===== src/source/gf_pkg.sv =====
package gf_pkg;

  typedef logic [1:0] gf4_t;     // Normal basis over GF(2)
  typedef gf4_t [2:0] gf64_t;    // Limb 0 in low bits

  function automatic gf4_t gf4_sq(gf4_t a);
    return {a[0], a[1]};         // Frobenius is a bit swap
  endfunction

  function automatic gf4_t gf4_mul(gf4_t a, gf4_t b);
    logic t;
    t = (a[0] & b[1]) ^ (a[1] & b[0]);
    return {(a[0] & b[0]) ^ t, (a[1] & b[1]) ^ t};
  endfunction

  // a^3 is one for any nonzero a, so this gates b
  function automatic gf4_t gf4_scale(gf4_t a, gf4_t b);
    return (a[0] | a[1]) ? b : 2'b00;
  endfunction

  function automatic gf64_t gf_iso(logic [5:0] a);
    logic [5:0] b;
    b[0] = a[0] ^ a[1];
    b[1] = a[0] ^ a[2] ^ a[4] ^ a[5];
    b[2] = a[0] ^ a[4] ^ a[5];
    b[3] = a[0] ^ a[5];
    b[4] = a[0] ^ a[3];
    b[5] = a[0] ^ a[1] ^ a[2] ^ a[5];
    return b;
  endfunction

  function automatic logic [5:0] gf_iso_inv(gf64_t w);
    logic [5:0] a;
    logic [5:0] b;
    a    = w;
    b[0] = a[1] ^ a[3];
    b[1] = a[1] ^ a[3] ^ a[4] ^ a[5];
    b[2] = a[5];
    b[3] = a[0] ^ a[1] ^ a[3];
    b[4] = a[2] ^ a[4];
    b[5] = a[0] ^ a[1] ^ a[3] ^ a[4];
    return b;
  endfunction

  function automatic gf64_t gf64_pow13(gf64_t x);
    gf4_t  y0, y1, y2;
    gf64_t r;
    y0   = gf4_sq(x[0]);
    y1   = gf4_sq(x[1]);
    y2   = gf4_sq(x[2]);
    r[0] = x[0] ^ x[1] ^ gf4_scale(x[1], x[0]) ^ gf4_scale(x[1], x[2])
         ^ gf4_scale(x[2], x[0]) ^ gf4_mul(y0, y1) ^ gf4_mul(y0, y2)
         ^ gf4_mul(y0, gf4_mul(x[1], x[2])) ^ gf4_mul(y2, gf4_mul(x[0], x[1]));
    r[1] = x[1] ^ x[2] ^ gf4_scale(x[0], x[1]) ^ gf4_scale(x[2], x[0])
         ^ gf4_scale(x[2], x[1]) ^ gf4_mul(y0, y1) ^ gf4_mul(y1, y2)
         ^ gf4_mul(y0, gf4_mul(x[1], x[2])) ^ gf4_mul(y1, gf4_mul(x[0], x[2]));
    r[2] = x[0] ^ x[2] ^ gf4_scale(x[0], x[1]) ^ gf4_scale(x[0], x[2])
         ^ gf4_scale(x[1], x[2]) ^ gf4_mul(y0, y2) ^ gf4_mul(y1, y2)
         ^ gf4_mul(y1, gf4_mul(x[0], x[2])) ^ gf4_mul(y2, gf4_mul(x[0], x[1]));
    return r;
  endfunction

  function automatic logic [5:0] sbox_ref(logic [5:0] x);
    return gf_iso_inv(gf64_pow13(gf_iso(x))) ^ {6{x[2] ^ x[4]}};
  endfunction

endpackage

===== src/source/cipher_pkg.sv =====
package cipher_pkg;
  import gf_pkg::*;

  typedef logic [23:0] block_t;  // Four lanes, lane 0 low
  typedef logic [23:0] key_t;
  typedef logic [5:0]  lane_t;

  typedef enum logic [1:0] {
    IDLE,
    RUN,
    FINAL
  } core_state_e;

  function automatic block_t perm_bits(block_t b);
    block_t r;
    for (int i = 0; i < 24; i++) begin
      r[6*(i%4) + i/4] = b[i];   // Spread each lane over all four
    end
    return r;
  endfunction

  function automatic key_t rot_lane(key_t k);
    return {k[17:0], k[23:18]};  // Left by one lane
  endfunction

  function automatic lane_t add_rc(lane_t l, logic [4:0] idx);
    return l ^ {1'b0, idx};
  endfunction

  function automatic key_t next_round_key(key_t k, logic [4:0] idx);
    key_t r;
    r      = rot_lane(k);
    r[5:0] = add_rc(sbox_ref(r[5:0]), idx);
    return r;
  endfunction

endpackage


===== src/source/cipher_core.sv =====
module cipher_core
  import cipher_pkg::*;
#(
  parameter int rounds = 6
) (
  input  logic   clk,
  input  logic   arst_n,
  input  logic   start,
  input  block_t plaintext,
  input  key_t   key,
  output block_t ciphertext,
  output logic   busy,
  output logic   done
);

  core_state_e st;
  core_state_e st_nxt;
  logic [3:0]  cnt;
  logic        load;
  logic        step;
  logic        last;
  block_t      state;
  key_t        round_key;

  assign load = (st == IDLE) && start && !done;  // Start ignored while busy
  assign step = (st == RUN);
  assign last = (cnt == 4'(rounds - 1));
  assign busy = (st != IDLE) || done;

  always_comb begin
    st_nxt = st;
    case (st)
      IDLE:    if (load) st_nxt = RUN;
      RUN:     if (last) st_nxt = FINAL;
      FINAL:   st_nxt = IDLE;
      default: st_nxt = IDLE;
    endcase
  end

  always_ff @(posedge clk or negedge arst_n) begin
    if (!arst_n) begin
      st   <= IDLE;
      cnt  <= '0;
      done <= 1'b0;
    end else begin
      st   <= st_nxt;
      done <= (st == FINAL);
      if (load) begin
        cnt <= '0;
      end else if (step) begin
        cnt <= cnt + 4'd1;
      end
    end
  end

  always_ff @(posedge clk) begin
    if (st == FINAL) begin
      ciphertext <= state ^ round_key;  // Final whitening
    end
  end

  round_datapath u_round_datapath (
    .clk       (clk),
    .arst_n    (arst_n),
    .load      (load),
    .step      (step),
    .plaintext (plaintext),
    .round_key (round_key),
    .state     (state)
  );

  key_schedule #(
    .rounds (rounds)
  ) u_key_schedule (
    .clk       (clk),
    .arst_n    (arst_n),
    .load      (load),
    .step      (step),
    .key       (key),
    .round_key (round_key)
  );

  a_done_pulse: assert property (
    @(posedge clk) disable iff (!arst_n)
    done |=> !done
  );

  a_busy_after_done: assert property (
    @(posedge clk) disable iff (!arst_n)
    $fell(busy) |-> $past(done)
  );

endmodule


===== src/source/key_schedule.sv =====
module key_schedule
  import cipher_pkg::*;
#(
  parameter int rounds = 6
) (
  input  logic clk,
  input  logic arst_n,
  input  logic load,
  input  logic step,
  input  key_t key,
  output key_t round_key
);

  logic [4:0] ridx;
  key_t       rot;
  lane_t      sub;

  if (rounds < 2 || rounds > 15) begin : g_bad_rounds
    $error("key_schedule: rounds must be 2 to 15");
  end

  assign rot = rot_lane(round_key);

  sbox6 u_sbox6 (
    .in  (rot[5:0]),
    .out (sub)
  );

  always_ff @(posedge clk) begin
    if (load) begin
      round_key <= key;
    end else if (step) begin
      round_key <= {rot[23:6], add_rc(sub, ridx)};
    end
  end

  always_ff @(posedge clk or negedge arst_n) begin
    if (!arst_n) begin
      ridx <= '0;
    end else if (load) begin
      ridx <= '0;
    end else if (step) begin
      ridx <= ridx + 5'd1;
    end
  end

  a_ridx_range: assert property (
    @(posedge clk) disable iff (!arst_n)
    ridx <= 5'(rounds)
  );

endmodule


===== src/source/round_datapath.sv =====
module round_datapath
  import cipher_pkg::*;
(
  input  logic   clk,
  input  logic   arst_n,
  input  logic   load,
  input  logic   step,
  input  block_t plaintext,
  input  key_t   round_key,
  output block_t state
);

  block_t mixed;
  block_t subst;

  assign mixed = state ^ round_key;  // Key addition

  for (genvar g = 0; g < 4; g++) begin : g_lane
    sbox6 u_sbox6 (
      .in  (mixed[6*g +: 6]),
      .out (subst[6*g +: 6])
    );
  end

  always_ff @(posedge clk) begin
    if (load) begin
      state <= plaintext;
    end else if (step) begin
      state <= perm_bits(subst);
    end
  end

  // The controller never loads mid-run
  a_no_load_step: assert property (
    @(posedge clk) disable iff (!arst_n)
    !(load && step)
  );

endmodule


===== src/source/sbox6.sv =====
module sbox6
  import gf_pkg::*;
  import cipher_pkg::*;
(
  input  lane_t in,
  output lane_t out
);

  gf64_t z;
  gf64_t w;
  gf4_t  x0;
  gf4_t  x1;
  gf4_t  x2;
  gf4_t  y0;
  gf4_t  y1;
  gf4_t  y2;
  gf4_t  c01;
  gf4_t  c02;
  gf4_t  c10;
  gf4_t  c12;
  gf4_t  c20;
  gf4_t  c21;
  gf4_t  q01;
  gf4_t  q02;
  gf4_t  q12;
  gf4_t  m01;
  gf4_t  m02;
  gf4_t  m12;
  gf4_t  t0;
  gf4_t  t1;
  gf4_t  t2;
  lane_t p;
  logic  aff;

  assign z  = gf_iso(in);        // Into GF(4)^3
  assign x0 = z[0];
  assign x1 = z[1];
  assign x2 = z[2];

  assign y0 = gf4_sq(x0);
  assign y1 = gf4_sq(x1);
  assign y2 = gf4_sq(x2);

  // Cube-scaled cross terms
  assign c01 = gf4_scale(x0, x1);
  assign c02 = gf4_scale(x0, x2);
  assign c10 = gf4_scale(x1, x0);
  assign c12 = gf4_scale(x1, x2);
  assign c20 = gf4_scale(x2, x0);
  assign c21 = gf4_scale(x2, x1);

  assign q01 = gf4_mul(y0, y1);  // Products of squares
  assign q02 = gf4_mul(y0, y2);
  assign q12 = gf4_mul(y1, y2);

  assign m01 = gf4_mul(x0, x1);
  assign m02 = gf4_mul(x0, x2);
  assign m12 = gf4_mul(x1, x2);

  assign t0 = gf4_mul(y0, m12);  // Degree-four terms
  assign t1 = gf4_mul(y1, m02);
  assign t2 = gf4_mul(y2, m01);

  always_comb begin
    w[0] = x0 ^ x1 ^ c10 ^ c12 ^ c20 ^ q01 ^ q02 ^ t0 ^ t2;
    w[1] = x1 ^ x2 ^ c01 ^ c20 ^ c21 ^ q01 ^ q12 ^ t0 ^ t1;
    w[2] = x0 ^ x2 ^ c01 ^ c02 ^ c12 ^ q02 ^ q12 ^ t1 ^ t2;
  end

  assign p   = gf_iso_inv(w);
  assign aff = in[2] ^ in[4];    // Affine correction bit
  assign out = p ^ {6{aff}};

endmodule


===== config.mk =====
export PLATFORM = sky130hd
export DESIGN_NAME = cipher_core
export DESIGN_NICKNAME = d
export VERILOG_FILES = /design/src/source/gf_pkg.sv /design/src/source/cipher_pkg.sv /design/src/source/cipher_core.sv /design/src/source/key_schedule.sv /design/src/source/round_datapath.sv /design/src/source/sbox6.sv
export SDC_FILE = /design/constraint.sdc
export NUM_CORES = 1
export LEC_CHECK = 0
export BUFFER_PORTS_ARGS = -buffer_cell sky130_fd_sc_hd__buf_2
export CAP_MARGIN = 15
export CORE_AREA = 2 2 153 140
export CTS_CLUSTER_DIAMETER = 50
export DETAILED_ROUTE_END_ITERATION = 16
export DIE_AREA = 0 0 155 142
export PLACE_DENSITY = 0.77
export SETUP_SLACK_MARGIN = 0.1
export SYNTH_ARGS = -nofsm -noshare
export SYNTH_HDL_FRONTEND = slang
export SYNTH_HIERARCHICAL = 1
export SYNTH_SLANG_ARGS = --single-unit

===== constraint.sdc =====
create_clock -name clk -period 3.65 [get_ports clk]
set_input_delay 0.1825 -clock clk [delete_from_list [all_inputs] [get_ports clk]]
set_output_delay 0.1825 -clock clk [all_outputs]
set_load 0.02 [all_outputs]

Word level (Yosys, flattened, before mapping):

Cells that the tools add are included.

* bits in latches: 0
* ROM bits: 0
* bits in writable memories: 0
* memories kept: 0
* output and inout port bits: 26
* register bits after elaboration: 84

* add/sub/neg operators: 2
* equality and inequality tests: 5
* multiplexer cells: 41
* div/mod/pow operators: 0
* bitwise operators: 442
* shift-type cells: 0
* $mul: 0
* magnitude comparators: 0
* reduce and logical (&&, ||, !) cells: 8

Operators by type and width (number)
* $xor 2x2->2: 120
* $xor 1x1->1: 180
* $and 1x1->1: 120
* $mux 24: 4
* $mux 2: 32
* $xor 6x6->6: 5
* $xor 24x24->24: 1
* $or 1x1->1: 15
* $mux 5: 2
* $mux 4: 2
* $xor 6x5->6: 1
* $add 5x1->5 const B: 1
* $add 4x1->4 const B: 1
* $eq 4x3->1 const B: 1
* $pmux 2 s2: 1
* $reduce_bool 2->1: 2
* $eq 2x1->1 const B: 1
* $eq 2x2->1 const B: 1
* $logic_and 1x1->1: 2
* $logic_not 2->1: 1
* $ne 2x1->1 const B: 1
* $ne 2x2->1 const B: 1
* $reduce_and 2->1: 1
* $logic_not 1->1: 1
* $logic_or 1x1->1: 1

Depth between registers and ports, before layout:

* depth in word-level cells: 19
* depth in mapped cells: 14
* depth with buffers taken out: 12

Hierarchy:

The synthesis kept the hierarchy.

Modules (own cells, without submodules)
* sbox6: cells an instance 186, instances 5, area each 1423.9 µm²
* key_schedule: cells an instance 85, instances 1, area each 1357.6 µm²
* round_datapath: cells an instance 76, instances 1, area each 1330.0 µm²
* cipher_core: cells an instance 80, instances 1, area each 1277.5 µm²

Least setup slack after synthesis:

OpenSTA, ideal clock, no wires.

* path kind: register -> register
* start point: reg u_key_schedule.round_key[22]
* end point: reg u_round_datapath.state[23] (data pin)
* setup slack: -278 ps
* arrival time: 3668 ps
* stages on the path, launching flop included: 13
* period minus slack after synthesis: 3928 ps
* buffers on the path: 2
* cells stage by stage: edfxtp_1 > xor2_1 > buf_2 > buf_1 > xnor2_1 > ha_1 > or2_2 > a31oi_1 > nor3_1 > xnor2_1 > xnor3_1 > xor3_1 > mux2_2

* word-level cells in the longest chain between the ends: 18
* elaborated cells between the ends (all ways): 78
* classes of those cells: mux: 7; bitwise: 71

RTL lines
* start: declaration: RTL line key_schedule.sv:11 `output key_t round_key`
* start signal: assignment: RTL line key_schedule.sv:31 `round_key <= key;`
* start signal: assignment: RTL line key_schedule.sv:33 `round_key <= {rot[23:6], add_rc(sub, ridx)};`
* $xor 24x24->24 (*): RTL line round_datapath.sv:16 `assign mixed = state ^ round_key;`
* via u_round_datapath.mixed[22]: RTL line round_datapath.sv:13 `block_t mixed;`
* $xor 1x1->1 (2 in series): RTL line gf_pkg.sv:25 `b[2] = a[0] ^ a[4] ^ a[5];`
* $or 1x1->1: RTL line gf_pkg.sv:18 `return (a[0] | a[1]) ? b : 2'b00;`
* $mux 2: RTL line gf_pkg.sv:18
* $xor 2x2->2 (7 in series): RTL line sbox6.sv:65 `w[0] = x0 ^ x1 ^ c10 ^ c12 ^ c20 ^ q01 ^ q02 ^ t0 ^ t2;`
* $xor 1x1->1 (3 in series): RTL line gf_pkg.sv:41 `b[5] = a[0] ^ a[1] ^ a[3] ^ a[4];`
* $xor 6x6->6 (*): RTL line sbox6.sv:72 `assign out = p ^ {6{aff}};`
* via u_round_datapath.subst[23]: RTL line round_datapath.sv:14 `block_t subst;`
* $mux 24 (*): RTL line round_datapath.sv:28 `end else if (step) begin`
* $mux 24 (*): RTL line round_datapath.sv:26 `if (load) begin`
* end signal: assignment: RTL line round_datapath.sv:27 `state <= plaintext;`
* end signal: assignment: RTL line round_datapath.sv:29 `state <= perm_bits(subst);`
* end: declaration: RTL line round_datapath.sv:10 `output block_t state`

The timed path passes the listed nets; every way through them passes the cells marked *. The select of a mux whose other input is x is not followed.
A chain may end at the register's enable or synchronous reset.

Worst setup path after layout:

* start point: reg u_round_datapath.state[10]
* end point: reg u_round_datapath.state[20] (data pin)

* word-level cells in the longest chain between the ends: 18
* elaborated cells between the ends (all ways): 78
* classes of those cells: mux: 7; bitwise: 71

RTL lines (RTL line)
* $xor 24x24->24 (*): round_datapath.sv:16
* via u_round_datapath.mixed[10]: round_datapath.sv:13
* $xor 1x1->1 (2 in series): gf_pkg.sv:25
* $or 1x1->1: gf_pkg.sv:18
* $mux 2: gf_pkg.sv:18
* $xor 2x2->2 (7 in series): sbox6.sv:65
* $xor 1x1->1 (3 in series): gf_pkg.sv:41
* $xor 6x6->6 (*): sbox6.sv:72
* via u_round_datapath.subst[11]: round_datapath.sv:14
* $mux 24 (*): round_datapath.sv:28
* $mux 24 (*): round_datapath.sv:26

Marked as above.

==> flow_metrics.py <==
metrics = {
    "outcome": {
        "outcome": "finished, violations left",
        "violations": "setup timing",
    },
    "logic_synthesis": {
        "seq_area_frac_synth": 0.222,
        "yosys_most_used_dff": "edfxtp_1",
        "synthArstFlopShare": 0.143,
        "syn-cell-area_um2": 11100,
        "netlist_instances": 1171,
        "ys_types": 60,
        "synth_edf_count": 72,
        "synth-warning-count": 6,
        "ys_ff_latch": 84,
        "syn_nets": 1255,
        "postSynthAreaPerCell_um2": 9.47,
    },
    "sta": {
        "timing.final.crit_share": 1.07,
        "period_minus_slack_ns": 3.92,
        "setup_ws_ns": -0.266,
        "worstMarginPinSlew_ns": 0.881,
        "fmax_ghz": 0.255,
        "slew_headroom": 0.412,
        "skew_ns": 0.0110,
        "grt_setup_unrepaired": "yes",
        "finalMaxSlewViolations": 0,
        "finalSetupViolCount": 13,
        "holdWs_ns": 0.134,
        "hold_viol": 0,
    },
    "cts": {
        "path_clk_slew_ns": 0.06,
        "cts_tree": "built",
        "clock_path_buffers": 2,
        "cts_max_level": 3,
        "cts_made_buffers": 9,
        "clockRootBuffer": "clkbuf_16",
        "cts_sinks": 84,
        "clock_latency_ns": 0.36,
    },
    "placed_design": {
        "routabilityCongestion": 0.916,
        "dpl.hpwl_um": 21800,
        "portBuffers": 76,
    },
    "setup_path": {
        "start_kind": "flop",
        "worstPathCellList": "xor2_4 -> buf_4 -> nor2b_1 -> a22oi_1 -> o22ai_1 -> a221oi_1 -> xnor2_1 -> xnor2_2 -> xnor3_2 -> xor3_1 -> mux2_4",
        "arrival_ns": 4.02,
        "reg2reg_slack_ns": -0.27,
        "critPathMaxStageDelay_ns": 0.53,
        "critPathRequiredTime_ns": 3.76,
        "cpMaxStageDelayCell": "edfxtp_1",
        "critPathMaxFanout": 15,
        "critPathTopFamily": "XOR/XNOR gates",
        "critPathBufInv": 1,
        "crit_type": "flop to flop",
        "worstSetupEndpointType": "flop",
    },
    "floorplanning": {
        "ios": 77,
        "die-area_um2": 22000,
        "fp.dieH_um": 142,
        "core_um2": 20500,
        "die_w_um": 155,
        "initial_utilization": 0.542,
        "num_rows": 50,
    },
    "global_route": {
        "antenna_found_initial": 2,
        "grt_max_degree": 41,
        "grt_pass1_wl_um": 49900,
        "grt_pass1_vias": 9512,
        "grt-ovfl-total": 0,
        "track_usage": 0.284,
    },
    "drt": {
        "first_iter_violations": 1494,
        "vias": 10900,
        "wl_per_cell_um": 21.8,
        "post-route-drc-count": 0,
        "dr.pass1.iters": 6,
        "detail-route-antenna-nets": 0,
        "via_per_inst": 6.26,
        "drt-total-wl_um": 38000,
    },
    "job": {
        "cap_violations": 0,
    },
    "final_layout": {
        "syn_to_final_growth_pct": 38.7,
        "fin_nets": 1558,
        "drive_gt1_frac": 0.431,
    },
    "min_path": {
        "min_path_type": "input port to flop",
    },
}
==> registers in the layout, indices dropped and copies added, names as in the netlist <==
name	flops
u_round_datapath/state	24
cnt	4
done	1
st	2
ciphertext	24
u_key_schedule/round_key	24
u_key_schedule/ridx	5
==> placed cells by master (no fill, tap or decap), types with 17 or more instances in the layout <==
| cell type | instances |
|---|---|
| a21oi_1 | 52 |
| buf_2 | 76 |
| buf_4 | 237 |
| buf_6 | 40 |
| edfxtp_1 | 72 |
| inv_1 | 25 |
| mux2_2 | 18 |
| mux2_4 | 33 |
| nand2_1 | 66 |
| nand3_1 | 21 |
| nand3b_1 | 17 |
| nor2_1 | 44 |
| nor2b_1 | 29 |
| nor3_1 | 19 |
| nor3b_1 | 21 |
| o211ai_1 | 25 |
| o21ai_0 | 49 |
| o22ai_1 | 20 |
| xnor2_1 | 130 |
| xnor2_2 | 36 |
| xnor2_4 | 20 |
| xor2_1 | 69 |
| xor2_2 | 19 |
==> synthesized netlist by cell type, types with 26 or more instances <==
library cell | instances | share of area
o21ai_0 | 56 | 0.025
nor2_1 | 46 | 0.016
mux2_4 | 30 | 0.041
ha_1 | 33 | 0.037
buf_2 | 26 | 0.012
xnor2_1 | 166 | 0.13
inv_1 | 33 | 0.011
nor2b_1 | 34 | 0.019
a21oi_1 | 62 | 0.028
edfxtp_1 | 72 | 0.20
nand2_1 | 66 | 0.022
xor2_1 | 90 | 0.071
==> cell type report <==
| cell class | count | area, um2 |
|---|---|---|
| Timing Repair Buffer | 371 | 2990 |
| Tap cell | 260 | 325 |
| Clock buffer | 10 | 239 |
| Antenna cell | 2 | 5.00 |
| Fill cell | 1185 | 5080 |
| Sequential cell | 84 | 2460 |
| Clock inverter | 6 | 86.3 |
| Inverter | 38 | 143 |
| Multi-Input combinational cell | 970 | 9130 |
==> logic make-up (layout without fill, tap and decap cells) <==
family,count (synthesis),count (layout),synth area share
XOR/XNOR,306,306,0.298
AND/OR/NAND/NOR,299,299,0.150
AO/OA/AOI/OAI,261,261,0.157
buffers and inverters,117,425,0.0560
flip-flops,84,84,0.222
multiplexers,66,66,0.0760
adder cells (fa/ha/maj),38,38,0.0418
other,0,2,0
==> worst paths after layout <==
check / from / end / depth (start not counted)
max in group asynchronous: arst_n / st[1] / 2
setup reg to reg: u_round_datapath/state[10] / u_round_datapath/state[20] / 11
min in group asynchronous: arst_n / u_key_schedule/ridx[0] / 2
hold / removal: plaintext[8] / u_round_datapath/state[8] / 2
hold reg to reg: cnt[2] / cnt[2] / 2
setup / recovery: u_round_datapath/state[10] / u_round_datapath/state[20] / 11
==> worst register-to-register path, delay by kind of cell, from the launching register on <==
family	cells	cell delay, ns
buf+inv	1	0.30
xor+xnor	5	1.62
compound gates	3	0.77
simple gates	1	0.16
mux	1	0.27
flops	1	0.53
==> stage by stage <==
stage	setup TNS (ns)	std cells	utilization	worst slack [ns]	instance area (um2)
6_report	-1.10	1741	0.751	-0.266	15400
5_1_grt	-2.24	1741	0.751	-0.284	15400
2_1_floorplan	0	1171	-	0.0150	11200
4_1_cts	0	1673	0.688	0.0340	14100
3_3_place_gp	-0.324	1605	0.631	-0.0995	12900
3_5_place_dp	-0.715	1605	0.631	-0.166	12900
==> repair_timing <==
action	4_1_cts	5_1_grt
setup buffers	50	66
hold endpoints to repair	12	0
endpoints found under the setup margin	17	23
gates cloned	1	3
pin swaps	54	101
resized for setup	71	141
hold buffers	1	0
==> metal layers <==
| layer | routed length, um | track usage |
|---|---|---|
| met5 | 0 | 0 |
| met4 | 1690 | 0.0746 |
| met3 | 3310 | 0.0347 |
| met2 | 18500 | 0.486 |
| met1 | 14500 | 0.383 |
Power is not shown: default switching activity piles up to over one toggle a cycle in this logic, so the estimate is an artifact.
